$ cat src/hw/dout_pkg.sv
// ==============================
// shared definitions for the digital-output controller
// register map constants, table and detector sizes
// bus, control word, table entry and status word structs
// write decode and detector state enums
// ==============================
`default_nettype none

package dout_pkg;

    // address spaces in waddr[15:12]
    localparam logic [3:0] ADDR_MAIN     = 4'h0;
    localparam logic [3:0] ADDR_WAVEFORM = 4'h8;

    // register offsets in waddr[3:0]
    localparam logic [3:0] REG_DIGIOUT   = 4'h6;  // channel field must be 0
    localparam logic [3:0] OFF_DOUT_CTRL = 4'h9;  // channel 1..4 in waddr[7:4]

    localparam int NUM_DOUT    = 4;
    localparam int TABLE_AW    = 10;
    localparam int TABLE_DEPTH = 1 << TABLE_AW;   // 1024 entries

    // stable samples needed by the config detector, minus one
    localparam logic [11:0] CFG_CNT_MAX = 12'hfff;

    // single-cycle write strobe from the host interface
    typedef struct packed {
        logic [15:0] waddr;
        logic [31:0] wdata;
        logic        wen;
    } reg_wr_t;

    // per-channel control word, zero time means hold forever
    typedef struct packed {
        logic [15:0] high_time;
        logic [15:0] low_time;
    } dout_ctrl_word_t;

    // one waveform table word
    typedef struct packed {
        logic        valid;    // 0 terminates playback
        logic [22:0] end_cnt;  // entry lasts end_cnt+2 clocks incl. fetch
        logic [3:0]  pad;
        logic [3:0]  level;    // output levels for bits 3:0
    } table_entry_t;

    // dout status port
    typedef struct packed {
        logic        wave_any;     // bit 31, some bit owned by the table
        logic        wave_active;  // bit 30, owned and entry valid
        logic [3:0]  pad_hi;       // 29:26
        logic [9:0]  table_addr;   // 25:16
        logic [11:0] pad_lo;       // 15:4
        logic [3:0]  bits;         // 3:0
    } dout_status_t;

    typedef enum logic [1:0] {
        WR_NONE,
        WR_DIGIOUT,
        WR_DOUT_CTRL,
        WR_TABLE
    } wr_kind_e;

    typedef enum logic {
        CFG_SAMPLE,
        CFG_DONE
    } cfg_state_e;

endpackage

`default_nettype wire

$ cat src/hw/dout_pwm_channel.sv
// ==============================
// one digital output bit
// control register (high/low times), hold timer,
// direct set and toggle logic for one-shot and PWM
// ==============================
`timescale 1ns/1ps
`default_nettype none

module dout_pwm_channel (
    input  logic                      sysclk,
    input  logic                      dout_cfg_reset,
    input  logic                      ctrl_load,   // write control word
    input  logic                      set_en,      // force level to set_level
    input  logic                      set_level,
    input  dout_pkg::dout_ctrl_word_t ctrl_wdata,
    output dout_pkg::dout_ctrl_word_t ctrl_word,
    output logic                      level
);

    logic [15:0] hold_cnt;   // clocks spent at the current level
    logic [15:0] hold_time;  // time selected by the current level

    // high level runs on high_time, low level on low_time
    assign hold_time = level ? ctrl_word.high_time : ctrl_word.low_time;

    always_ff @(posedge sysclk) begin
        if (dout_cfg_reset) begin
            ctrl_word <= '0;
            level     <= 1'b0;
            hold_cnt  <= '0;
        end else begin
            if (ctrl_load)
                ctrl_word <= ctrl_wdata;

            if (set_en) begin
                level    <= set_level;  // direct write always wins
                hold_cnt <= '0;
            end else if (ctrl_load) begin
                hold_cnt <= '0;         // new times, start counting again
            end else if (hold_time != 16'd0) begin
                // level held for hold_time+1 clocks, then inverted
                if (hold_cnt >= hold_time) begin
                    level    <= ~level;
                    hold_cnt <= '0;
                end else begin
                    hold_cnt <= hold_cnt + 16'd1;
                end
            end
            // zero time: level and timer stay put
        end
    end

endmodule

`default_nettype wire

$ cat config.mk
export PLATFORM = sky130hd
export DESIGN_NAME = dout_pwm_channel
export DESIGN_NICKNAME = d
export VERILOG_FILES = /design/src/hw/dout_pkg.sv /design/src/hw/dout_pwm_channel.sv
export SDC_FILE = /design/constraint.sdc
export NUM_CORES = 1
export LEC_CHECK = 0
export ABC_AREA = 1
export BUFFER_PORTS_ARGS = -buffer_cell sky130_fd_sc_hd__buf_2
export CORE_MARGIN = 4
export CORE_UTILIZATION = 50
export CTS_CLUSTER_DIAMETER = 120
export DETAILED_ROUTE_END_ITERATION = 16
export MAX_ROUTING_LAYER = met4
export PLACE_DENSITY = 0.86
export SYNTH_ARGS = -nofsm -noshare
export SYNTH_HDL_FRONTEND = slang
export SYNTH_SLANG_ARGS = --single-unit
$ cat constraint.sdc
create_clock -name sysclk -period 2.7 [get_ports sysclk]
set_input_delay 0.27 -clock sysclk [delete_from_list [all_inputs] [get_ports sysclk]]
set_output_delay 0.27 -clock sysclk [all_outputs]
set_load 0.05 [all_outputs]
Word level (Yosys, flattened, before mapping):

Index checks and enable logic that the tools add are counted.

* bits in latches: 0
* output and inout bits: 33
* word-level logic and storage cells: 19
* bits in writable memories: 0
* register bits: 49
* memory bits (read-only): 0
* memories kept: 0
* bits of input ports: 37

* divide/modulo/power cells: 0
* muxes and demuxes: 6
* reduce and logical (&&, ||, !) cells: 5
* add/sub/neg operators: 1
* equal/unequal tests: 1
* shifts and indexed selects: 0
* order comparisons: 1
* bitwise gates (word level): 1
* multipliers: 0

Operators by type and width (count)
* 16-bit 2-to-1 mux: 2
* 16-bit by 1-bit adder with 16-bit output (second input constant): 1
* 16-bit greater-or-equal comparator: 1
* 16-bit nonzero test: 1
* 1-bit 2-to-1 mux: 4
* 2-bit nonzero test: 2
* 3-bit AND reduction: 1
* 3-bit OR reduction: 1
* 2-bit by 1-bit != test with 1-bit output (second input constant): 1
* 1-bit inverter: 1

Depth between registers and ports, before layout:

* depth in word-level cells: 6
* mapped depth: 19
* gate-level depth less buffers: 17

Least setup slack after synthesis:

Ideal clock, no wire load.

* kind: register to register
* from: reg level
* to: reg hold_cnt[9]
* path buffers: 2
* data arrival time: 2.315 ns
* stages on the path, launching flop included: 19
* library setup time: 0.115 ns
* slack: 0.270 ns
* data required time: 2.585 ns
* cells stage by stage: dfxtp_1 > buf_6 > buf_2 > nand2_1 > nand2_1 > inv_1 > ha_1 > nand2_1 > nor2_1 > nor2_1 > nand2_1 > nand2_1 > nand2_1 > nand2_1 > nand2_1 > nand2_2 > nand2_4 > nor2_1 > and2_1

* longest elaborated chain between the ends: 3
* elaborated cells between the ends (all ways): 4
* those cells by class: 1 x order compare; 2 x mux; 1 x reduce/logical

RTL lines
* start: declaration: line dout_pwm_channel.sv:17 `output logic level`
* start signal: assignment: line dout_pwm_channel.sv:36 `level <= set_level;`
* start signal: assignment: line dout_pwm_channel.sv:43 `level <= ~level;`
* 16-bit 2-to-1 mux *: line dout_pwm_channel.sv:24 `assign hold_time = level ? ctrl_word.high_time : ctrl_word.low_time;`
* 16-bit greater-or-equal comparator: line dout_pwm_channel.sv:42 `if (hold_cnt >= hold_time) begin`
* 16-bit 2-to-1 mux: line dout_pwm_channel.sv:42
* end signal: assignment: line dout_pwm_channel.sv:46 `hold_cnt <= hold_cnt + 16'd1;`
* end: declaration: line dout_pwm_channel.sv:20 `logic [15:0] hold_cnt;`

Every way passes the cells marked *; elsewhere a longest branch is shown, timed or not.
A chain may end at the register's enable or synchronous reset.

Final worst setup path:

Ends and elaborated chain as after synthesis.

==> flow_metrics.tcl <==
set metrics [dict create \
    slew_headroom 0.595 \
    yosysMostFrequentCell "nand2_1" \
    grt_pass1_wl_um 11000 \
    via_count 2744 \
    yosysTopAreaCell "dfxtp_1" \
    initial_core_util 0.527 \
    drt_iter0_drc 115 \
    period_needed_ps 2360 \
    fillerInstances 489 \
    syn_area_um2 2740 \
    drc 0 \
    rows 26 \
    post-route-util 0.614 \
    h-tree-depth 2 \
    grt_setup_unrepaired "no" \
    clk_pin_slew_ps 100 \
    drv_cap 0 \
    post_cts.repair.setup_buffers 0 \
    final.setup.worst_slack_ps 335 \
    power_w 0.00158 \
    cts-hold-fix-buffers 0 \
    area_delta_synth_final_pct 16.5 \
    synth_area_leaders "dfxtp_1 (36%), nand2_1 (20%), a21oi_1 (8.2%)" \
    netlist_instances 406 \
    required_ps 2900 \
    clkLatencyLatePin_ps 310 \
    nets 523 \
    cp_max_fo 11 \
    diodes 0 \
    async_flop_share 0 \
    viasPerCell 5.09 \
    antenna_found_initial 0 \
    ios 70 \
    grt_start_max_net_pins 36 \
    path_cells "buf_4, nand2_1, nand2_1, inv_1, ha_1, nand2_1, nor2_1, nor2_1, nand2_1, nand2_1, nand2_1, nand2_1, nand2_1, nand2_2, nand2_4, nor2_1, and2_1" \
    mappedNetlistNets 460 \
    dp_hpwl_um 4970 \
    gp_congestion 0.889 \
    die-area_um2 6730 \
    cpLargestDelayFamily "simple AND/OR/NAND/NOR gates" \
    first_pass_iters 4 \
    path_class "reg2reg" \
    avgRoutedWirePerCell_um 12.2 \
    cts_buffers 5 \
    final.setup.tns_ps 0 \
    setup_violations 0 \
    crit_path_end_kind "flop" \
    core_area_um2 5200 \
    cts_resized 0 \
    cts_tree "yes" \
    leakage_nw 1.53 \
    period_share 0.876 \
    critical-path-slowest-cell "dfxtp_1" \
    path_buf_inv 2 \
    worst_ep_arrival_time_ps 2570 \
    worst_pin_slew_ps 607 \
    status "finished clean" \
    ys.flop_type "dfxtp_1" \
    portBuffers 69 \
    synthTopCellsByCount "nand2_1 (148), dfxtp_1 (49), a21oi_1 (45), inv_1 (35), nor2_1 (28)" \
    drive_gt1_frac 0.220 \
    final-hold-violation-count 0 \
    powerDensity_nw_per_um2 494 \
    multi_input_area_um2 1540 \
    synth_edf_count 0 \
    hold_path_class "in2reg" \
    numClockSinks 49 \
    ir_worst_vdd_mv 0.436 \
    slowest_delay_ps 520 \
    maxSlewViolCount 0 \
    synth_cell_types 30 \
    grt_pass1_vias 2571 \
    die-width_um 82.1 \
    ys_seq_elements 49 \
    die_h_um 82.1 \
    synth-seq-area-share 0.358 \
    cts-root-buf "clkbuf_8" \
    grt_util_all_layers 0.211 \
    place_ws_ps 389 \
    gr-total-overflow 0 \
    syn_avg_cell_area_um2 6.76 \
    seq_area_um2 981 \
    fin_skew_ps 8.95 \
    design_area_um2 3200 \
    synth_top_area_share 0.358 \
    crit_top_cell "nand2_1" \
    clock.fmax_mhz 423 \
    placedInstanceArea_um2 3110 \
    ant_nets 0 \
    clock_path_buffers 2 \
    wirelength_um 6570 \
    yosysWarningCount 0 \
    worstSetupStartpointType "flop" \
]
[flip-flops by register name, indices dropped and copies added (netlist names)]
name	count
hold_cnt	16
ctrl_word	32
level	1
[per-stage QoR]
stage	instances	hold WS [ps]
3_5_place_dp	532	471
3_3_place_gp	532	468
2_1_floorplan	406	410
4_1_cts	539	196
6_report	539	204
5_1_grt	539	191
[layer usage]
layer / routed length (µm) / up-vias / track usage / part of all wire
met5: 0 / - / - / 0
met4: 80 / 0 / 0.0548 / 0.012
met3: 388 / 8 / 0.0395 / 0.059
met2: 3050 / 91 / 0.342 / 0.46
met1: 3060 / 1240 / 0.269 / 0.47
li1: - / 1405 / - / -
[final cells by class]
class                           count  share of cell area
Clock inverter                      2             0.00509
Inverter                           37              0.0442
Timing Repair Buffer               71               0.113
Sequential cell                    49               0.307
Clock buffer                        5              0.0215
Tap cell                           70              0.0274
Multi-Input combinational cell    305               0.482
[power by group]
part / total (W) / leakage, nW / internal, W / switching [W]
sequential: 0.000779 / 0.401 / 0.000751 / 0.0000277
clock: 0.000435 / 0.0402 / 0.000179 / 0.000256
combinational: 0.000365 / 1.09 / 0.000107 / 0.000258
total: 0.00158 / 1.53 / 0.00104 / 0.000542
[tightest hold or removal path, stage by stage]
cell and delay [ps]:
buf_2 90, nand2_1 50, a21oi_1 50
[kinds of logic after synthesis]
group | synth area share
and+or+nand+nor | 0.354
AOI/OAI and AO/OA | 0.101
buffers and inverters | 0.0807
DFF | 0.358
adders and majority gates | 0.0776
xor gates and xnor gates | 0.0287
[placed cells by master (no fill, tap or decap)]
cell        instances
a21oi_1            45
a21oi_2             2
and2_1              1
and3_1              1
buf_2              69
buf_4               2
clkbuf_8            5
clkinv_4            1
clkinvlp_4          1
dfxtp_1            49
ha_1               17
inv_1              35
inv_2               1
inv_4               1
nand2_1           148
nand2_2            10
nand2_4             2
nand3_1            18
nand3_2             2
nand3b_1            1
nand4_1             4
nor2_1             28
nor2_2              5
nor2_4              1
nor3_1              3
nor4_1              1
o21a_1              1
o21ai_0             4
o21bai_1            1
or2_2               1
xor2_1              9
[path summary, 6_finish.rpt]
| path | startpoint | end | slack (ps) | depth (start not counted) |
|---|---|---|---|---|
| hold reg to reg | ctrl_word[12]$_SDFFE_PP0P_ | ctrl_word[12]$_SDFFE_PP0P_ | 480 | 2 |
| setup / recovery | level$_SDFFE_PP0P_ | hold_cnt[9]$_SDFFE_PP0P_ | 340 | 17 |
| hold / removal | ctrl_wdata[17] | ctrl_word[17]$_SDFFE_PP0P_ | 200 | 3 |
| setup reg to reg | level$_SDFFE_PP0P_ | hold_cnt[9]$_SDFFE_PP0P_ | 340 | 17 |
Note: power is estimated with default switching activity, not from simulation.
