===== config.mk =====
export PLATFORM = sky130hd
export DESIGN_NAME = waveform_player
export DESIGN_NICKNAME = d
export VERILOG_FILES = /design/src/hw/dout_pkg.sv /design/src/hw/waveform_player.sv
export SDC_FILE = /design/constraint.sdc
export NUM_CORES = 1
export LEC_CHECK = 0
export ABC_AREA = 0
export CAP_MARGIN = 20
export CORE_MARGIN = 2
export CORE_UTILIZATION = 25
export DETAILED_ROUTE_END_ITERATION = 8
export DONT_BUFFER_PORTS = 1
export GPL_TIMING_DRIVEN = 0
export SLEW_MARGIN = 20
export SYNTH_ARGS = -nofsm -noshare
export SYNTH_HDL_FRONTEND = slang
export SYNTH_SLANG_ARGS = --single-unit

===== constraint.sdc =====
create_clock -name sysclk -period 2.1 [get_ports sysclk]
set_input_delay 0.105 -clock sysclk [delete_from_list [all_inputs] [get_ports sysclk]]
set_output_delay 0.105 -clock sysclk [all_outputs]
set_load 0.005 [all_outputs]

===== src/hw/dout_pkg.sv =====
// ==============================
// shared definitions for the digital-output controller
// register map constants, table and detector sizes
// bus, control word, table entry and status word structs
// write decode and detector state enums
// ==============================
`default_nettype none

package dout_pkg;

    // address spaces in waddr[15:12]
    localparam logic [3:0] ADDR_MAIN     = 4'h0;
    localparam logic [3:0] ADDR_WAVEFORM = 4'h8;

    // register offsets in waddr[3:0]
    localparam logic [3:0] REG_DIGIOUT   = 4'h6;  // channel field must be 0
    localparam logic [3:0] OFF_DOUT_CTRL = 4'h9;  // channel 1..4 in waddr[7:4]

    localparam int NUM_DOUT    = 4;
    localparam int TABLE_AW    = 10;
    localparam int TABLE_DEPTH = 1 << TABLE_AW;   // 1024 entries

    // stable samples needed by the config detector, minus one
    localparam logic [11:0] CFG_CNT_MAX = 12'hfff;

    // single-cycle write strobe from the host interface
    typedef struct packed {
        logic [15:0] waddr;
        logic [31:0] wdata;
        logic        wen;
    } reg_wr_t;

    // per-channel control word, zero time means hold forever
    typedef struct packed {
        logic [15:0] high_time;
        logic [15:0] low_time;
    } dout_ctrl_word_t;

    // one waveform table word
    typedef struct packed {
        logic        valid;    // 0 terminates playback
        logic [22:0] end_cnt;  // entry lasts end_cnt+2 clocks incl. fetch
        logic [3:0]  pad;
        logic [3:0]  level;    // output levels for bits 3:0
    } table_entry_t;

    // dout status port
    typedef struct packed {
        logic        wave_any;     // bit 31, some bit owned by the table
        logic        wave_active;  // bit 30, owned and entry valid
        logic [3:0]  pad_hi;       // 29:26
        logic [9:0]  table_addr;   // 25:16
        logic [11:0] pad_lo;       // 15:4
        logic [3:0]  bits;         // 3:0
    } dout_status_t;

    typedef enum logic [1:0] {
        WR_NONE,
        WR_DIGIOUT,
        WR_DOUT_CTRL,
        WR_TABLE
    } wr_kind_e;

    typedef enum logic {
        CFG_SAMPLE,
        CFG_DONE
    } cfg_state_e;

endpackage

`default_nettype wire


===== src/hw/waveform_player.sv =====
// ==============================
// waveform table sequencer
// channel mask, table read address,
// per-entry hold counter and fetch wait
// ==============================
`timescale 1ns/1ps
`default_nettype none

module waveform_player (
    input  logic                          sysclk,
    input  logic                          dout_cfg_reset,
    input  logic                          restart,     // digital output write
    input  logic                          table_en,    // wdata[31] of that write
    input  logic [3:0]                    mask_wdata,  // bits handed to the table
    input  dout_pkg::table_entry_t        entry,       // registered RAM output
    output logic [3:0]                    mask,
    output logic [dout_pkg::TABLE_AW-1:0] table_addr,
    output logic                          active
);

    logic [22:0] entry_cnt;  // clocks counted on the current entry
    logic        fetch;      // new address issued, entry not yet on the bus
    logic        running;

    assign running = |mask;

    // during fetch the bus still carries the previous valid entry
    assign active = running && entry.valid;

    always_ff @(posedge sysclk) begin
        if (dout_cfg_reset) begin
            mask       <= '0;
            table_addr <= '0;
            entry_cnt  <= '0;
            fetch      <= 1'b0;
        end else if (restart) begin
            // entry 0 is read in the restart cycle, so no fetch wait here
            mask       <= table_en ? mask_wdata : 4'd0;
            table_addr <= '0;
            entry_cnt  <= '0;
            fetch      <= 1'b0;
        end else if (running && fetch) begin
            fetch <= 1'b0;             // next entry lands on this edge
        end else if (active) begin
            if (entry_cnt == entry.end_cnt) begin
                table_addr <= table_addr + 1'b1;
                entry_cnt  <= '0;
                fetch      <= 1'b1;
            end else begin
                entry_cnt <= entry_cnt + 23'd1;
            end
        end else begin
            // idle, or end of table reached
            mask       <= '0;
            table_addr <= '0;
            entry_cnt  <= '0;
            fetch      <= 1'b0;
        end
    end

endmodule

`default_nettype wire


# [After elaboration in Yosys (flattened, before gate mapping)]
# Cells that the tools add are included.
[word_totals] elab_cells=27 regBits=38 input_bits=40 out_inout_bits=15
[classes] n_bitwise=2 eq_ne=4 n_reduce_logical=7 mux=8 add_sub_neg=2
[op_table] cell="23-bit 2-to-1 mux" count=2
[op_table] cell="23-bit by 1-bit adder with 23-bit output, second input constant" count=1
[op_table] cell="23-bit equality test" count=1
[op_table] cell="10-bit 2-to-1 mux" count=2
[op_table] cell="4-bit 2-to-1 mux" count=4
[op_table] cell="10-bit by 1-bit adder with 10-bit output, second input constant" count=1
[op_table] cell="4-bit OR reduction" count=2
[op_table] cell="2-bit inequality test, second input constant" count=2
[op_table] cell="2-bit AND reduction" count=2
[op_table] cell="1-bit logical AND" count=2
[op_table] cell="2-bit by 1-bit inequality test with 1-bit output, second input constant" count=1
[op_table] cell="1-bit inverter" count=2
[op_table] cell="2-bit OR reduction" count=1

# [Logic depth before layout (Yosys ltp)]
[depth] word_depth=5 mapped_depth=8 ltp_nobuf=7

# [Least setup slack after synthesis]
# Ideal clock, no wire load.
[synth_path] kind="register to register" from="register entry_cnt[10]" to="register table_addr[4] in the netlist's numbering" path_slack_ps=174 path_stages_with_launch=7 setup_ps=74 arrival_time_ps=1852 period_less_slack_ps=1926 path_cell_list="dfxtp_1 > xnor2_1 > nand4_1 > nor4_4 > nand2_4 > or4_1 > a31oi_1"
[synth_between] elab_chain_cells=3
[synth_rtl] item="from (decl)" line_no="waveform_player.sv:21" rtl="logic [22:0] entry_cnt;"
[synth_rtl] item="from (signal assigned)" line_no="waveform_player.sv:50" rtl="entry_cnt <= entry_cnt + 23'd1;"
[synth_rtl] item="23-bit equality test" line_no="waveform_player.sv:45" rtl="if (entry_cnt == entry.end_cnt) begin"
[synth_rtl] item="2-bit by 1-bit inequality test with 1-bit output (no source line)"
[synth_rtl] item="2-bit AND reduction (no source line)"
[synth_rtl] item="to (signal assigned)" line_no="waveform_player.sv:46" rtl="table_addr <= table_addr + 1'b1;"
[synth_rtl] item="to (decl)" line_no="waveform_player.sv:17" rtl="output logic [dout_pkg::TABLE_AW-1:0] table_addr,"
# No other way between the ends.
# A chain may end at the register's enable or synchronous reset.

# [Worst setup path in the final report]
[layout_path] from="register mask[3]" to="register entry_cnt[22]"
[layout_between] elab_chain_cells=3 elab_cells_between_ends=4 classes_between="mux (1); reduce/logical (3)"
[layout_rtl] item="from (decl)" line_no="waveform_player.sv:16" rtl="output logic [3:0] mask,"
[layout_rtl] item="from (signal assigned)" line_no="waveform_player.sv:38" rtl="mask <= table_en ? mask_wdata : 4'd0;"
[layout_rtl] item="4-bit OR reduction (*)" line_no="waveform_player.sv:25" rtl="assign running = |mask;"
[layout_rtl] item="1-bit logical AND" line_no="waveform_player.sv:28" rtl="assign active = running && entry.valid;"
[layout_rtl] item="23-bit 2-to-1 mux" line_no="waveform_player.sv:44" rtl="end else if (active) begin"
# Every way passes the cells marked *; elsewhere a longest branch is shown, timed or not.

==> reports/metrics.yaml <==
outcome:
  status: "finished, violations left"
  violations: "hold timing"
drt:
  vias: 1744
  drc: 0
  drtIter0Drc: 49
  vias_per_cell: 4.79
  avgRoutedWirePerCell_um: 14.0
  drt-total-wl_um: 5080
  ant_nets: 0
  drtPass1Iterations: 4
sta:
  hold_viol_final: 1
  worst_pin_slew_ns: 0.498
  min_period_over_period_pct: 96.0
  relSlewSlack_pct: 66.7
  max_freq_mhz: 496
  final.min_clock_period_ns: 2.02
  fin_skew_ns: 0.00905
  drv_slew: 0
  holdWs_ns: -0.00258
  setup_violations: 0
worst_setup_path:
  end_kind: "flip-flop"
  startpoint_type: "flip-flop"
  reg2reg_to: "entry_cnt[22]"
  r2r_start: "mask[3]"
  regToRegSetupSlack_ns: 0.08
  crit_required_ns: 2.29
  cp_max_fo: 9
  critPathKind: "flip-flop to flip-flop"
  arrival_ns: 2.20
  crit_start: "mask[3]"
  rr_worst_depth: 7
floorplan:
  initial_core_util_pct: 25.5
  dieHeight_um: 95.4
  fp.dieArea_um2: 9100
  rows: 33
  core-area_um2: 8180
  fp.dieW_um: 95.4
  ioPinCount: 55
power:
  totalPowerFinal_mw: 1.31
  netSwitchingFraction_pct: 22.6
  p_sw_mw: 0.297
  peakVddDrop_mv: 0.240
  power.share.sequential_pct: 55.1
  internal_power_mw: 1.02
  power_leakage_nw: 0.803
  p_per_area_nw_per_um2: 522
  pwr-share-clk_pct: 40.2
  p_comb_share_pct: 4.7
hold_path:
  hold_class: "input pin to flip-flop"
  holdPathEnd: "mask[3]"
  whs_path_depth: 2
  min_from: "restart"
cells_and_area:
  layout.nets: 300
  fill_cells: 860
  syn2layout_area_growth_pct: 20.7
  utilization_pct: 30.8
  finalInstanceArea_um2: 2520
  antenna_cells: 0
  drive_above_1_share_pct: 22.4
  final_cells: 364
clock_tree:
  htree_levels: 2
  cts.path.max_buffers: 2
  clkTransAtPathRegs_ns: 0.08
  cts_buffers: 5
  insertion_delay_ns: 0.29
  cts_tree: "yes"
  cts_root_buffer: "clkbuf_8"
  clock-sinks: 38
yosys:
  yosysWarnings: 0
  ys_ff_latch: 38
  synth_top_area_share_pct: 36.4
  netlist_instances: 240
  synthTopCellsByArea: "dfxtp_1 36%, xnor2_1 12%, nor2_1 7.5%"
  syn_nets: 282
  yosysSeqAreaShare_pct: 36.4
  syn_area_per_cell_um2: 8.70
  syn-cell-area_um2: 2090
  yosys.area.top_type: "dfxtp_1"
  synth_cell_type_count: 40
grt:
  grt_pass1_wl_um: 8290
  grt_max_degree: 13
  first_global_vias: 1757
  grt_overflow: 0
  grt_usage_pct: 11.8
  antenna_found_initial: 0
placed_design:
  dp_hpwl_um: 3900
  dp.cells: 345
  portBuffers: 0
  gp_congestion: 0.828
  postPlaceCellArea_um2: 2220
run:
  cap_violations: 0
[cell families after synthesis]
group,after synthesis,synth area share [%]
AOI/OAI and AO/OA,35,12.0
xor gates and xnor gates,43,19.3
adders and majority gates,2,1.20
buffers and inverters,9,2.22
DFF,38,36.4
muxes,1,0.479
and+or+nand+nor,112,28.3
[layout make-up]
class,count,area (um^2),share of cell area (%)
well taps,105,131,5.21
inverters,3,11.3,0.447
clock buffers,6,82.6,3.28
plain buffers,6,40.0,1.59
multi-input cells,193,1370,54.4
repair buffers,11,88.8,3.53
clock inverters,2,12.5,0.497
flip-flops and latches,38,782,31.0
[worst max-delay path by stage]
stage	depth (start not counted)	slack (ns)	endpoint
2_1_floorplan	6	0.17	table_addr[4]
3_3_place_gp	7	-0.23	entry_cnt[4]
3_5_place_dp	7	-0.27	entry_cnt[3]
4_1_cts	7	0.02	table_addr[4]
5_1_grt	7	-0.01	entry_cnt[15]
6_report	7	0.08	entry_cnt[22]
[metrics by stage]
step	setup TNS (ns)	worst slack [ns]	hold WS, ns
after detailed placement	-5.55	-0.269	0.180
after CTS	0	0.0183	0.000255
after global routing	-0.0126	-0.0126	0.00138
after floorplan	0	0.174	0.177
after global placement	-4.73	-0.231	0.180
final	0	0.0839	-0.00258
[cells in the final DEF, fill, tap and decap left out, drive strengths merged]
cell          n
a2111oi       1
a211o         1
a21oi         7
a31oi         4
a32oi         5
and2          1
and3          5
and4          2
buf          13
clkbuf        9
clkinv        1
clkinvlp      1
dfxtp        38
dlygate4sd3   1
ha            2
inv           3
mux2i         1
nand2        23
nand2b        1
nand3        16
nand4        12
nor2         43
nor3          1
nor3b         1
nor4          2
o211ai        2
o21ai        10
o221ai        1
o31ai         1
o41a          1
o41ai         2
or2           2
or4           3
xnor2        31
xor2         12
[critical path, cell delays in order (launching register included)]
cell and delay, ns:
dfxtp_2 0.37, o41a_1 0.42, buf_2 0.20, nor4_4 0.34, and3_4 0.24, and3_1 0.18
xnor2_1 0.12, nor2_1 0.05
[metal layers]
layer | share of wire [%] | wire, um | track usage [%] | vias to the layer above
li1 | - | - | - | 881
met1 | 45 | 2290 | 14.9 | 806
met2 | 45 | 2300 | 19.2 | 48
met3 | 7.5 | 380 | 3.72 | 9
met4 | 2.2 | 110 | 4.17 | 0
met5 | 0 | 0 | 0 | -
[synth_stat cells]
cell       number
nand2_1        22
xnor2_4         1
a32oi_1         5
a21oi_1         7
nand4_1        10
ha_1            2
mux2i_1         1
a2111oi_0       1
or4_1           3
buf_6           1
nand2_4         1
nor4_4          2
o31ai_1         1
buf_2           4
xor2_1         12
o211ai_1        2
nor2_1         42
dfxtp_1        38
o21ai_0        10
or2_2           2
inv_1           3
o41a_1          1
clkbuf_1        1
o41ai_4         1
nor3b_1         1
o41ai_1         1
and3_1          5
nand2b_1        1
nand4_4         1
nand4_2         1
a31oi_1         4
nor3_1          1
xnor2_1        29
nor2_4          1
and4_1          2
and2_2          1
nand3_1        16
xnor2_2         1
a211o_2         1
o221ai_1        1
[power groups by stage]
stage / Sequential (mW) / Clock, mW / Combinational [mW]
after global placement: 0.745 / 0 / 0.0518
after CTS: 0.728 / 0.553 / 0.0553
after detailed placement: 0.745 / 0 / 0.0525
after global routing: 0.725 / 0.588 / 0.0694
after floorplan: 0.744 / 0 / 0.0442
final: 0.725 / 0.528 / 0.0617
[state kept, by name, summed over array words and instances, names as in the netlist]
signal and count:
entry_cnt 23, table_addr 10, mask 4, fetch 1
[what timing repair did]
item                       CTS  global route
resized for setup            3            28
pin swaps                    3             9
hold buffers                 1             0
setup buffers                5             5
hold endpoints to repair     4             0
setup endpoints to repair   26            24
gates cloned                 0             0
(Power assumes the default switching activity.)
