File: src/hw/dout_pkg.sv
// ==============================
// shared definitions for the digital-output controller
// register map constants, table and detector sizes
// bus, control word, table entry and status word structs
// write decode and detector state enums
// ==============================
`default_nettype none

package dout_pkg;

    // address spaces in waddr[15:12]
    localparam logic [3:0] ADDR_MAIN     = 4'h0;
    localparam logic [3:0] ADDR_WAVEFORM = 4'h8;

    // register offsets in waddr[3:0]
    localparam logic [3:0] REG_DIGIOUT   = 4'h6;  // channel field must be 0
    localparam logic [3:0] OFF_DOUT_CTRL = 4'h9;  // channel 1..4 in waddr[7:4]

    localparam int NUM_DOUT    = 4;
    localparam int TABLE_AW    = 10;
    localparam int TABLE_DEPTH = 1 << TABLE_AW;   // 1024 entries

    // stable samples needed by the config detector, minus one
    localparam logic [11:0] CFG_CNT_MAX = 12'hfff;

    // single-cycle write strobe from the host interface
    typedef struct packed {
        logic [15:0] waddr;
        logic [31:0] wdata;
        logic        wen;
    } reg_wr_t;

    // per-channel control word, zero time means hold forever
    typedef struct packed {
        logic [15:0] high_time;
        logic [15:0] low_time;
    } dout_ctrl_word_t;

    // one waveform table word
    typedef struct packed {
        logic        valid;    // 0 terminates playback
        logic [22:0] end_cnt;  // entry lasts end_cnt+2 clocks incl. fetch
        logic [3:0]  pad;
        logic [3:0]  level;    // output levels for bits 3:0
    } table_entry_t;

    // dout status port
    typedef struct packed {
        logic        wave_any;     // bit 31, some bit owned by the table
        logic        wave_active;  // bit 30, owned and entry valid
        logic [3:0]  pad_hi;       // 29:26
        logic [9:0]  table_addr;   // 25:16
        logic [11:0] pad_lo;       // 15:4
        logic [3:0]  bits;         // 3:0
    } dout_status_t;

    typedef enum logic [1:0] {
        WR_NONE,
        WR_DIGIOUT,
        WR_DOUT_CTRL,
        WR_TABLE
    } wr_kind_e;

    typedef enum logic {
        CFG_SAMPLE,
        CFG_DONE
    } cfg_state_e;

endpackage

`default_nettype wire

File: src/hw/dout_cfg_detect.sv
// ==============================
// output hardware detection
// debounces the two direction-sense pins,
// flags bidirectional boards and drives their direction lines
// ==============================
`timescale 1ns/1ps
`default_nettype none

module dout_cfg_detect (
    input  logic sysclk,
    input  logic dout_cfg_reset,
    input  logic dir12_read,
    input  logic dir34_read,
    output logic cfg_valid,
    output logic cfg_bidir,
    output logic dir12_reg,
    output logic dir34_reg
);

    dout_pkg::cfg_state_e state;

    logic [11:0] stable_cnt;   // consecutive steady samples
    logic        samp12;       // previous pin samples
    logic        samp34;
    logic        pins_steady;
    logic        new_board;    // pull-downs on the sense pins read low

    // both pins agree and neither moved since last sample
    assign pins_steady = (dir12_read == dir34_read) &&
                         (dir12_read == samp12) &&
                         (dir34_read == samp34);
    assign new_board = ~(dir12_read | dir34_read);

    assign cfg_valid = (state == dout_pkg::CFG_DONE);

    always_ff @(posedge sysclk) begin
        if (dout_cfg_reset) begin
            state      <= dout_pkg::CFG_SAMPLE;
            stable_cnt <= '0;
            samp12     <= 1'b0;
            samp34     <= 1'b0;
            cfg_bidir  <= 1'b0;
            dir12_reg  <= 1'b0;  // tri-state direction lines until known
            dir34_reg  <= 1'b0;
        end else if (state == dout_pkg::CFG_SAMPLE) begin
            samp12 <= dir12_read;
            samp34 <= dir34_read;
            if (!pins_steady) begin
                stable_cnt <= '0;  // glitch or disagreement, start over
            end else if (stable_cnt == dout_pkg::CFG_CNT_MAX) begin
                state     <= dout_pkg::CFG_DONE;
                cfg_bidir <= new_board;
                dir12_reg <= new_board;  // transceiver boards get driven
                dir34_reg <= new_board;
            end else begin
                stable_cnt <= stable_cnt + 12'd1;
            end
        end
        // CFG_DONE holds until the next reset
    end

endmodule

`default_nettype wire

File: config.mk
export PLATFORM = sky130hd
export DESIGN_NAME = dout_cfg_detect
export DESIGN_NICKNAME = d
export VERILOG_FILES = /design/src/hw/dout_pkg.sv /design/src/hw/dout_cfg_detect.sv
export SDC_FILE = /design/constraint.sdc
export NUM_CORES = 1
export LEC_CHECK = 0
export BUFFER_PORTS_ARGS = -buffer_cell sky130_fd_sc_hd__buf_2
export CAP_MARGIN = 20
export CORE_MARGIN = 5
export CORE_UTILIZATION = 56
export DETAILED_ROUTE_END_ITERATION = 6
export HOLD_SLACK_MARGIN = 0.03
export PLACE_DENSITY = 0.73
export SLEW_MARGIN = 30
export SYNTH_ARGS = -nofsm -noshare
export SYNTH_HDL_FRONTEND = slang
export SYNTH_SLANG_ARGS = --single-unit
File: constraint.sdc
create_clock -name sysclk -period 2.05 [get_ports sysclk]
set_input_delay 0.41 -clock sysclk [delete_from_list [all_inputs] [get_ports sysclk]]
set_output_delay 0.41 -clock sysclk [all_outputs]
set_load 0.03 [all_outputs]
# Yosys cells after proc, flatten, opt, wreduce, memory -nomap -nowiden
# Index checks and enable logic that the tools add are counted.
# W data, S select, Z words.
[totals]
register_bits = 16
word_cells = 23
inputBits = 4
output_inout_bits = 4
[op_classes]
n_mux = 5
reduce_logical = 4
bitwise = 3
n_addsub = 1
eq_ne = 5
[op_table]
columns = ["cell", "count"]
rows = [
  ["$mux W12", 2],
  ["$add A12 B1 Y12 const B", 1],
  ["$eq A12 B12 Y1 const B", 1],
  ["$eq A1 B1 Y1", 3],
  ["$mux W1", 3],
  ["$reduce_and A3 Y1", 1],
  ["$logic_and A1 B1 Y1", 2],
  ["$ne A2 B2 Y1 const B", 1],
  ["$not A1 Y1", 2],
  ["$reduce_and A2 Y1", 1],
  ["$or A1 B1 Y1", 1],
]

# Depth between registers and ports, before layout
# Gate-level depths: netlist of the first run.
[logic_depth]
depth_word = 5
depth_mapped = 6
depth_no_buf = 5

# Least setup slack after synthesis of the first run
# Ideal clock, no wire load.
[synth_path]
kind = "input -> register"
startpoint = "input dir12_read"
endpoint = "register dir34_reg"
setup_ps = 70
n_path_buf = 1
required_time_ps = 1980
cell_stages = 6
arrival_time_ps = 1808
slack_ps = 172
cell_sequence = "inv_1 ha_1 or3_1 buf_2 or4_1 a21oi_1"
[synth_between]
elab_chain_len = 4
elab_cells_between_ends = 7
cone_classes = "eq/ne: 2; bitwise: 2; reduce/logical: 3"
[synth_lines]
columns = ["item", "line", "text"]
rows = [
  ["start: declaration", "dout_cfg_detect.sv:12", "input logic dir12_read,"],
  ["$eq A1 B1 Y1, on equally long branches", "dout_cfg_detect.sv:29, dout_cfg_detect.sv:30", ""],
  ["$logic_and A1 B1 Y1", "dout_cfg_detect.sv:29", "assign pins_steady = (dir12_read == dir34_read) &&"],
  ["$logic_and A1 B1 Y1", "dout_cfg_detect.sv:30", "(dir12_read == samp12) &&"],
  ["$reduce_and A3 Y1 (no line)", "n/a", ""],
  ["end signal: assignment", "dout_cfg_detect.sv:54", "dir34_reg <= new_board;"],
  ["end: declaration", "dout_cfg_detect.sv:17", "output logic dir34_reg"],
]
# Several ways; a longest one is shown, not always the timed one.
# A chain may end at the register's enable or synchronous reset.

# Worst setup path in the final report of the first run
[layout_path]
startpoint = "register stable_cnt[1]"
endpoint = "register dir34_reg"
[layout_between]
elab_chain_len = 2
[layout_lines]
columns = ["item", "line", "text"]
rows = [
  ["start: declaration", "dout_cfg_detect.sv:22", "logic [11:0] stable_cnt;"],
  ["start signal: assignment", "dout_cfg_detect.sv:56", "stable_cnt <= stable_cnt + 12'd1;"],
  ["$eq A12 B12 Y1", "dout_cfg_detect.sv:50", "end else if (stable_cnt == dout_pkg::CFG_CNT_MAX) begin"],
  ["$reduce_and A3 Y1 (no line)", "n/a", ""],
]
# Every way passes these cells.

==> results.md, run 1 <==
- Slew margin rel.: 65.07%
- Synth Net Count: 108
- First-pass GRT wire length: 3553 um
- Delay of the slowest critical-path stage: 590 ps
- Clk_lat worst skew: 290 ps
- Die area: 2522 um^2
- Top reg by flops: stable_cnt
- Fillers: 134
- Post-CTS Hold Fix Bufs: 0
- Remaining global-route overflow: 0
- Register area: 320.3 um^2
- Post-route DRC: 0
- Die height: 50.22 um
- DR vias/cell: 6.695
- Final Hold Viols: 0
- Diodes inserted: 0
- Vias post-DR: 857
- I/O pins: 8
- Final WS setup: 155.7 ps
- CTS sink count: 16
- Placed Cells: 124
- Routability cong.: 0.9299
- Worst slew pin tran: 522.0 ps
- DRT iter0 DRCs: 21
- Avg Synthesized Cell Area: 8.881 um^2
- Number of global-route vias before repair: 809
- Critical path launch point type: flip-flop
- Endpoint class of the critical path: flip-flop
- Post-synthesis sequential area ratio: 35.36%
- Clk slew on worst S/H paths: 90 ps
- Worst hold margin: 402.0 ps
- Yosys warnings: 0
- Maximum vdd drop: 0.4228 mV
- Initial antenna violation count: 0
- Area Growth Syn to Fin: 8.702%
- Worst Hold Class: input port to flip-flop
- Multiplexer area fraction after synthesis: 3.315%
- Postcts setup bufs: 0
- Final worst path period share: 92.41%
- Post-synthesis adder-cell area fraction: 2.762%
- GRT Total Usage: 17.69%
- Post-Layout Cell Count: 128
- Layout cell share with drive strength beyond 1: 20.54%
- Worst Path Required: 2280 ps
- FF+latch count, synth: 16
- Post-synth EDFFs: 0
- Power Density: 594.1 nW/um^2
- Xor/xnor share of the synthesized area: 1.934%
- Nets: 119
- Final min period: 1894 ps
- H-tree depth: 1
- Post-CTS resize count: 0
- Unrepaired setup endpoints after global routing: false
- Initial Util: 59.44%
- Combinational family with the most area after synthesis: simple AND/OR/NAND/NOR gates
- Die span in x: 50.22 um
- Post-synthesis compound-gate area fraction: 23.07%
- Drt pass-1 iters: 4
- Max Fclk: 527.9 MHz
- Skew final: 2.330 ps
- Post-DR wirelength/cell: 15.96 um
- Routed Antenna Nets: 0
- Clock root buffer: clkbuf_4
- Slew Limit Fails: 0
- Detailed Route WL: 2043 um
- CP arrival: 2120 ps
- FFs w/ async S/R, synth: 0%
- Clk buf depth: 2
- Worst Path Max Fanout: 11
- Max Cap Viol: 0
- Ys flop type: dfxtp_1
- Final setup fails: 0
- Largest net degree at the start of global routing: 12
- TritonCTS Buffers: 3
- Synthesized area: 905.9 um^2
- Critical Path, Cell by Cell: ha_1 > nand3_1 > or4_4 > or4_1 > a21oi_1
- Max reg flops: 12
- Hpwl dp: 1502 um
- Core region area: 1524 um^2
- Status: finished, final reports clean
- Setup_tns: 0 ps
- Critical path class: flip-flop to flip-flop
- Cells after synthesis: 102
- Synth cell types: 36
- Synthesized-area fraction occupied by and/or/nand/nor cells: 24.31%
- Slowest-stage cell, CP: or4_4
- Static Leak: 0.0003954 uW
- Area of the multi-input gates: 501.7 um^2
- Place WS: 108.8 ps
- I/O Buffers: 7
- Rows: 14
- CTS tree: yes
placed cells by master, fill, tap and decap left out, types with 5 or more instances in the layout:
cell type	n
a31oi_1	6
a41oi_1	6
and3_1	5
buf_2	7
buf_4	5
dfxtp_1	16
inv_1	9
nand2_1	6
nand3_1	5
nor2_1	6
cell type report:
type | instances | share of cell area (%)
Multi-Input combinational cell | 71 | 50.95
Timing Repair Buffer | 12 | 7.370
Tap cell | 16 | 2.033
Clock buffer | 4 | 3.685
Sequential cell | 16 | 32.53
Inverter | 9 | 3.431
worst max-delay path: cells and delay by family, from the launching register on:
family          cells  cell delay (ps)
flops               1              380
fa+ha+maj           1              210
simple gates        3             1120
compound gates      1              120
path summary, 6_finish.rpt:
path	startpoint	to	slack, ps	cells past startpoint
worst max-delay path	stable_cnt[1]	dir34_reg	160	5
worst min-delay path	dir12_read	samp12	400	3
worst max register to register	stable_cnt[1]	dir34_reg	160	5
worst min register to register	dir34_reg	dir34_reg	490	2
per-stage QoR:
stage | power, uW | util [%] | cell area (um^2)
after floorplan | 364.3 | - | 905.9
after detailed placement | 383.7 | 62.23 | 948.4
final | 585.0 | 64.61 | 984.7
after global placement | 380.6 | 62.23 | 948.4
after global routing | 614.9 | 64.61 | 984.7
after CTS | 591.8 | 64.61 | 984.7
cells by family (layout without fill, tap and decap cells):
logic type / Yosys count / after routing
xor+xnor: 2 / 2
flops: 16 / 16
fa+ha+maj: 2 / 2
mux: 3 / 3
compound gates: 26 / 26
buf+inv: 15 / 25
simple gates: 38 / 38
cells in the mapped netlist (2+ instances only):
cell	number	share of area, %
a21oi_1	2	1.1
a31oi_1	6	4.1
a41oi_1	6	5.8
and3_1	5	3.5
buf_4	3	2.5
buf_6	2	2.5
dfxtp_1	16	35
ha_1	2	2.8
inv_1	9	3.7
mux2i_1	3	3.3
nand2_1	6	2.5
nand2b_1	3	2.1
nand3_1	5	2.8
nor2_1	6	2.5
nor3_1	2	1.1
nor4_1	2	1.4
o221a_2	2	2.5
o31ai_1	2	1.7
or3_1	2	1.4
xor2_1	2	1.9
power by group:
group          total [uW]  leakage [uW]  switching, uW  internal, uW
Combinational        56.8      0.000245           33.1          23.7
Clock                 207     0.0000210           99.3           108
Sequential            321      0.000130           4.83           316
routing by layer:
layer,wire length [um],track usage (%)
met5,0,0
met4,61,12.23
met3,84,4.142
met2,969,26.57
met1,928,22.04
(Power assumes the default switching activity.)
==> run 2: changes to the inputs <==
--- a/config.mk
+++ b/config.mk
@@ -8,10 +8,10 @@
 export BUFFER_PORTS_ARGS = -buffer_cell sky130_fd_sc_hd__buf_2
 export CAP_MARGIN = 20
 export CORE_MARGIN = 5
-export CORE_UTILIZATION = 56
+export CORE_UTILIZATION = 40
 export DETAILED_ROUTE_END_ITERATION = 6
 export HOLD_SLACK_MARGIN = 0.03
-export PLACE_DENSITY = 0.73
+export PLACE_DENSITY = 0.54
 export SLEW_MARGIN = 30
 export SYNTH_ARGS = -nofsm -noshare
 export SYNTH_HDL_FRONTEND = slang
==> results.md, run 2 (synthesized netlist as in run 1, its figures left out) <==
- Status: finished, final reports clean (unchanged)
- Drt pass-1 iters: 4 (unchanged)
- Final min period: 1916 ps (was 1894 ps)
- Max Cap Viol: 0 (unchanged)
- Hpwl dp: 1464 um (was 1502 um)
- Unrepaired setup endpoints after global routing: false (unchanged)
- Worst r2r path cells: 5 (unchanged)
- Setup slack, reg-to-reg: 130 ps (was 160 ps)
- Met3 usage: 2.262% (was 4.142%)
- Skew final: 3.051 ps (was 2.330 ps)
- GR Util met1: 19.43% (was 22.04%)
- Clock root buffer: clkbuf_4 (unchanged)
- Post-DR wirelength/cell: 14.66 um (was 15.96 um)
- Flop pwr share: 54.0% (was 54.8%)
- Post-route cell area: 1007 um^2 (was 984.7 um^2)
- Buf/Inv on CP: 0 (unchanged)
- Nets: 120 (was 119)
- Pwr Total: 595.3 uW (was 585.0 uW)
- Delay-heaviest family, CP: simple AND/OR/NAND/NOR gates (unchanged)
- GR Util met2: 19.68% (was 26.57%)
- Worst Path Max Fanout: 11 (unchanged)
- Initial Util: 41.35% (was 59.44%)
- GRT Max-Usage Layer: met2 (unchanged)
- Fillers: 209 (was 134)
- Max Fclk: 522.0 MHz (was 527.9 MHz)
- Post-CTS resize count: 0 (unchanged)
- CP Depth: 5 (unchanged)
- Worst Hold Class: input port to flip-flop (unchanged)
- Clock share of power: 36.4% (was 35.5%)
- Cell Int Power: 449.0 uW (was 447.8 uW)
- Routed Antenna Nets: 0 (unchanged)
- Clk buf depth: 2 (unchanged)
- DR vias/cell: 5.851 (was 6.695)
- Psw: 146.2 uW (was 137.2 uW)
- First-pass GRT wire length: 3567 um (was 3553 um)
- Delay of the slowest critical-path stage: 580 ps (was 590 ps)
- Fin util: 45.97% (was 64.61%)
- Diodes inserted: 0 (unchanged)
- Die area: 3317 um^2 (was 2522 um^2)
- Layout cell share with drive strength beyond 1: 21.24% (was 20.54%)
- Core region area: 2191 um^2 (was 1524 um^2)
- Sw Ratio: 24.57% (was 23.46%)
- CP startpoint: stable_cnt[1] (unchanged)
- Crit path to: dir34_reg (unchanged)
- I/O Buffers: 7 (unchanged)
- Initial antenna violation count: 0 (unchanged)
- Setup_tns: 0 ps (unchanged)
- Largest net degree at the start of global routing: 12 (unchanged)
- Slowest-stage cell, CP: or4_4 (unchanged)
- Post-CTS Hold Fix Bufs: 0 (unchanged)
- Slew Limit Fails: 0 (unchanged)
- CTS sink count: 16 (unchanged)
- Post-route DRC: 0 (unchanged)
- CP arrival: 2150 ps (was 2120 ps)
- Die span in x: 57.59 um (was 50.22 um)
- Commonest cells after routing, fill and taps aside: dfxtp_1, inv_1, buf_2 (unchanged)
- Clk slew on worst S/H paths: 100 ps (was 90 ps)
- Critical path launch point type: flip-flop (unchanged)
- FF-to-FF Start: stable_cnt[1] (unchanged)
- Clk_lat worst skew: 290 ps (about the same)
- Most common cell after layout, fill and taps aside: dfxtp_1 (unchanged)
- Slew margin rel.: 66.27% (was 65.07%)
- Endpoint class of the critical path: flip-flop (unchanged)
- Static Leak: 0.0004002 uW (was 0.0003954 uW)
- Top reg by flops: stable_cnt (unchanged)
- CTS tree: yes (unchanged)
- Final setup fails: 0 (unchanged)
- Area Growth Syn to Fin: 11.19% (was 8.702%)
- I/O pins: 8 (unchanged)
- Number of global-route vias before repair: 753 (was 809)
- DRT iter0 DRCs: 26 (was 21)
- Worst slew pin tran: 505.9 ps (was 522.0 ps)
- Final Hold Viols: 0 (unchanged)
- Critical path class: flip-flop to flip-flop (unchanged)
- Post-Layout Cell Count: 141 (was 128)
- Share of total power in combinational logic: 9.6% (was 9.7%)
- Max reg flops: 12 (unchanged)
- Detailed Route WL: 2067 um (was 2043 um)
- Remaining global-route overflow: 0 (unchanged)
- Maximum vdd drop: 0.3662 mV (was 0.4228 mV)
- R2r endpoint: dir34_reg (unchanged)
- Rows: 17 (was 14)
- TritonCTS Buffers: 3 (unchanged)
- Critical Path, Cell by Cell: ha_1 > nand3_1 > or4_4 > or4_1 > a21oi_1 (unchanged)
- Vias post-DR: 825 (was 857)
- Die height: 57.59 um (was 50.22 um)
- Worst Path Required: 2280 ps (about the same)
- Routability cong.: 0.9556 (was 0.9299)
- Placed Cells: 137 (was 124)
- GRT Total Usage: 13.78% (was 17.69%)
- Postcts setup bufs: 0 (unchanged)
- Placed cell area: 970.9 um^2 (was 948.4 um^2)
- Final worst path period share: 93.46% (was 92.41%)
- Power Density: 591.0 nW/um^2 (was 594.1 nW/um^2)
- H-tree depth: 1 (unchanged)
[run 2: changes by cell type in the layout (fill, tap and decap cells not counted)]
cell and change:
buf_4 +1
[run 2: worst register-to-register path, delay by kind of cell, from the launching register on]
kind	cells	cell delay, ps
flip-flops	1	390
AND/OR/NAND/NOR	3	1120
adder cells (fa/ha/maj)	1	230
AO/OA/AOI/OAI	1	120
[run 2: worst min path at each step]
stage	from	slack [ps]	depth (start not counted)	to
2_1_floorplan	stable_cnt[6]	460	1	stable_cnt[6]
3_3_place_gp	dir34_reg	480	2	dir34_reg
3_5_place_dp	dir34_reg	490	2	dir34_reg
4_1_cts	dir12_read	370	3	samp12
5_1_grt	dout_cfg_reset	420	2	dir34_reg
6_report	dir12_read	380	3	samp12
[run 2: area by class of cell]
cell class              count  area, um^2  share of cell area, %
clock buffers               4       36.28                  3.602
inverters                   9       33.78                  3.354
multi-input cells          71       501.7                  49.81
flip-flops and latches     16       320.3                  31.80
well taps                  28       35.03                  3.478
repair buffers             13       80.08                  7.950
[run 2: stage by stage]
stage | hold WS (ps) | worst slack [ps]
finish | 380.9 | 134.1
global route | 418.6 | 0.7454
CTS | 373.8 | 137.3
detailed placement | 486.7 | 89.17
global placement | 480.0 | 111.5
floorplan | 459.7 | 172.5
[run 2: per-layer routing]
metal | up-vias | wire length, um
li1 | 408 | -
met1 | 391 | 1046
met5 | - | 0
met2 | 19 | 911
met4 | 0 | 44
met3 | 7 | 64
[run 2: power by group through the flow]
| stage | Sequential [uW] | Combinational [uW] | Clock (uW) |
|---|---|---|---|
| 2_1_floorplan | 327 | 37.2 | 0 |
| 3_3_place_gp | 328 | 55.7 | 0 |
| 3_5_place_dp | 328 | 56.4 | 0 |
| 4_1_cts | 321 | 57.0 | 224 |
| 5_1_grt | 322 | 65.4 | 234 |
| 6_report | 322 | 57.1 | 217 |
==> run 3: changes to the inputs <==
--- a/config.mk
+++ b/config.mk
@@ -11,7 +11,7 @@
 export CORE_UTILIZATION = 40
 export DETAILED_ROUTE_END_ITERATION = 6
 export HOLD_SLACK_MARGIN = 0.03
-export PLACE_DENSITY = 0.54
+export PLACE_DENSITY = 0.56
 export SLEW_MARGIN = 30
 export SYNTH_ARGS = -nofsm -noshare
 export SYNTH_HDL_FRONTEND = slang
==> constraint.sdc (replaced) <==
create_clock -name sysclk -period 1.64 [get_ports sysclk]
set_input_delay 0.328 -clock sysclk [delete_from_list [all_inputs] [get_ports sysclk]]
set_output_delay 0.328 -clock sysclk [all_outputs]
set_load 0.03 [all_outputs]
==> results.md, run 3 (synthesized netlist as in run 1, its figures left out) <==
- Worst slew pin tran: 336.1 ps (was 505.9 ps)
- Clk buf depth: 2 (unchanged)
- Final Hold Viols: 0 (unchanged)
- Final worst path period share: 105.2% (was 93.46%)
- Die height: 57.59 um (unchanged)
- Slew Limit Fails: 0 (unchanged)
- Routability cong.: 0.8499 (was 0.9556)
- Routed Antenna Nets: 0 (unchanged)
- GRT Total Usage: 14.62% (was 13.78%)
- I/O Buffers: 7 (unchanged)
- Max Cap Viol: 0 (unchanged)
- Nets: 138 (was 120)
- Place WS: -97.55 ps (was 89.17 ps)
- Share of total power in combinational logic: 12.8% (was 9.6%)
- Max reg flops: 12 (unchanged)
- Setup slack, reg-to-reg: -80 ps (was 130 ps)
- Buf/Inv on CP: 0 (unchanged)
- Post-CTS Hold Fix Bufs: 0 (unchanged)
- Worst hold margin: 327.3 ps (was 380.9 ps)
- First-pass GRT wire length: 3767 um (was 3567 um)
- Detailed Route WL: 2156 um (was 2067 um)
- Largest net degree at the start of global routing: 11 (was 12)
- Top reg by flops: stable_cnt (unchanged)
- Worst Hold Depth: 3 (unchanged)
- DRT iter0 DRCs: 28 (was 26)
- Slowest-stage cell, CP: or4_1 (was or4_4)
- Final WS setup: -84.76 ps (was 134.1 ps)
- Clk slew on worst S/H paths: 90 ps (was 100 ps)
- Core region area: 2191 um^2 (unchanged)
- Drt pass-1 iters: 4 (unchanged)
- Psw: 169.9 uW (was 146.2 uW)
- Delay-heaviest family, CP: simple AND/OR/NAND/NOR gates (unchanged)
- Worst Hold Class: input port to flip-flop (unchanged)
- Power Density: 572.9 nW/um^2 (was 591.0 nW/um^2)
- Unrepaired setup endpoints after global routing: true (was false)
- H-tree depth: 1 (unchanged)
- FF-to-FF Start: stable_cnt[0] (was stable_cnt[1])
- Die area: 3317 um^2 (unchanged)
- Sw Ratio: 24.58% (was 24.57%)
- Critical path launch point type: flip-flop (unchanged)
- Static Leak: 0.0004883 uW (was 0.0004002 uW)
- Area Growth Syn to Fin: 33.15% (was 11.19%)
- Max Fclk: 579.8 MHz (was 522.0 MHz)
- Final setup fails: 2 (was 0)
- Critical path class: flip-flop to flip-flop (unchanged)
- TritonCTS Buffers: 3 (unchanged)
- Number of global-route vias before repair: 855 (was 753)
- Setup_tns: -99.16 ps (was 0 ps)
- Remaining global-route overflow: 0 (unchanged)
- Crit path to: dir34_reg (unchanged)
- Clock root buffer: clkbuf_4 (unchanged)
- DR vias/cell: 5.430 (was 5.851)
- Endpoint class of the critical path: flip-flop (unchanged)
- Failing checks: negative setup slack
- Post-route DRC: 0 (unchanged)
- Diodes inserted: 0 (unchanged)
- Worst Path Max Fanout: 4 (was 11)
- I/O pins: 8 (unchanged)
- Hold Crit Start: dir34_read (was dir12_read)
- Maximum vdd drop: 0.4328 mV (was 0.3662 mV)
- Clk_lat worst skew: 290 ps (about the same)
- Placed cell area: 1135 um^2 (was 970.9 um^2)
- Skew final: 5.103 ps (was 3.051 ps)
- Most common cell after layout, fill and taps aside: buf_4 (was dfxtp_1)
- Slew margin rel.: 77.42% (was 66.27%)
- Clock share of power: 29.6% (was 36.4%)
- Final min period: 1725 ps (was 1916 ps)
- CTS tree: yes (unchanged)
- CP startpoint: stable_cnt[0] (was stable_cnt[1])
- R2r endpoint: dir34_reg (unchanged)
- Worst Path Required: 1870 ps (was 2280 ps)
- Post-route cell area: 1206 um^2 (was 1007 um^2)
- Initial antenna violation count: 0 (unchanged)
- Post-DR wirelength/cell: 13.65 um (was 14.66 um)
- Critical Path, Cell by Cell: ha_4 > nand3_4 > or4_4 > or4_1 > a21oi_1 (was ha_1 > nand3_1 > or4_4 > or4_1 > a21oi_1)
- Status: finished with violations (was finished, final reports clean)
- Initial Util: 41.35% (unchanged)
- CP Depth: 5 (unchanged)
- Hpwl dp: 1649 um (was 1464 um)
- CP arrival: 1950 ps (was 2150 ps)
- Cell Int Power: 521.2 uW (was 449.0 uW)
- CTS sink count: 16 (unchanged)
- Vias post-DR: 858 (was 825)
- Fin util: 55.05% (was 45.97%)
- Flop pwr share: 57.6% (was 54.0%)
- Layout cell share with drive strength beyond 1: 41.54% (was 21.24%)
- Delay of the slowest critical-path stage: 480 ps (was 580 ps)
- Rows: 17 (unchanged)
- Die span in x: 57.59 um (unchanged)
- Commonest cells after routing, fill and taps aside: buf_4, dfxtp_1, inv_1, buf_2 (was dfxtp_1, inv_1, buf_2)
- Worst r2r path cells: 5 (unchanged)
run 3: area by class of cell:
type / instances / area, um^2
fill: 204 / 984.7
multi-input combinational: 71 / 570.5
sequential: 16 / 329.1
timing repair buffer: 31 / 215.2
tap: 28 / 35.03
inverter: 9 / 33.78
clock buffer: 3 / 22.52
run 3: how the worst min path moves through the flow:
stage	end	slack (ps)
2_1_floorplan	stable_cnt[6]	460
3_3_place_gp	stable_cnt[0]	470
3_5_place_dp	stable_cnt[0]	480
4_1_cts	samp34	320
5_1_grt	dir34_reg	340
6_report	samp34	330
run 3: what timing repair did:
action	CTS	global route
resized for setup	3	4
endpoints found under the setup margin	10	7
buffers inserted	2	0
pin swaps	1	3
run 3: worst reg2reg max path: stages (launching register included):
cell,delay [ps]
dfxtp_4,360
ha_4,150
nand3_4,80
or4_4,450
or4_1,480
a21oi_1,140
run 3: power by group through the flow:
| stage | sequential (uW) | clock (uW) | combinational, uW |
|---|---|---|---|
| 5_1_grt | 399 | 231 | 98.2 |
| 4_1_cts | 398 | 214 | 87.0 |
| 3_3_place_gp | 408 | 0 | 83.1 |
| 3_5_place_dp | 409 | 0 | 84.1 |
| 2_1_floorplan | 410 | 0 | 49.8 |
| 6_report | 398 | 204 | 88.7 |
run 3: routing by layer:
metal / routed length [um] / GRT usage [%]
met4: 0 / 3.642
met5: 0 / 0
met1: 1032 / 18.49
met2: 1039 / 23.55
met3: 84 / 5.204
run 3: metrics by stage:
step	instances	power [uW]
floorplan	102	459.5
global placement	153	491.6
detailed placement	153	492.9
CTS	158	698.8
global route	158	728.4
finish	158	691.1
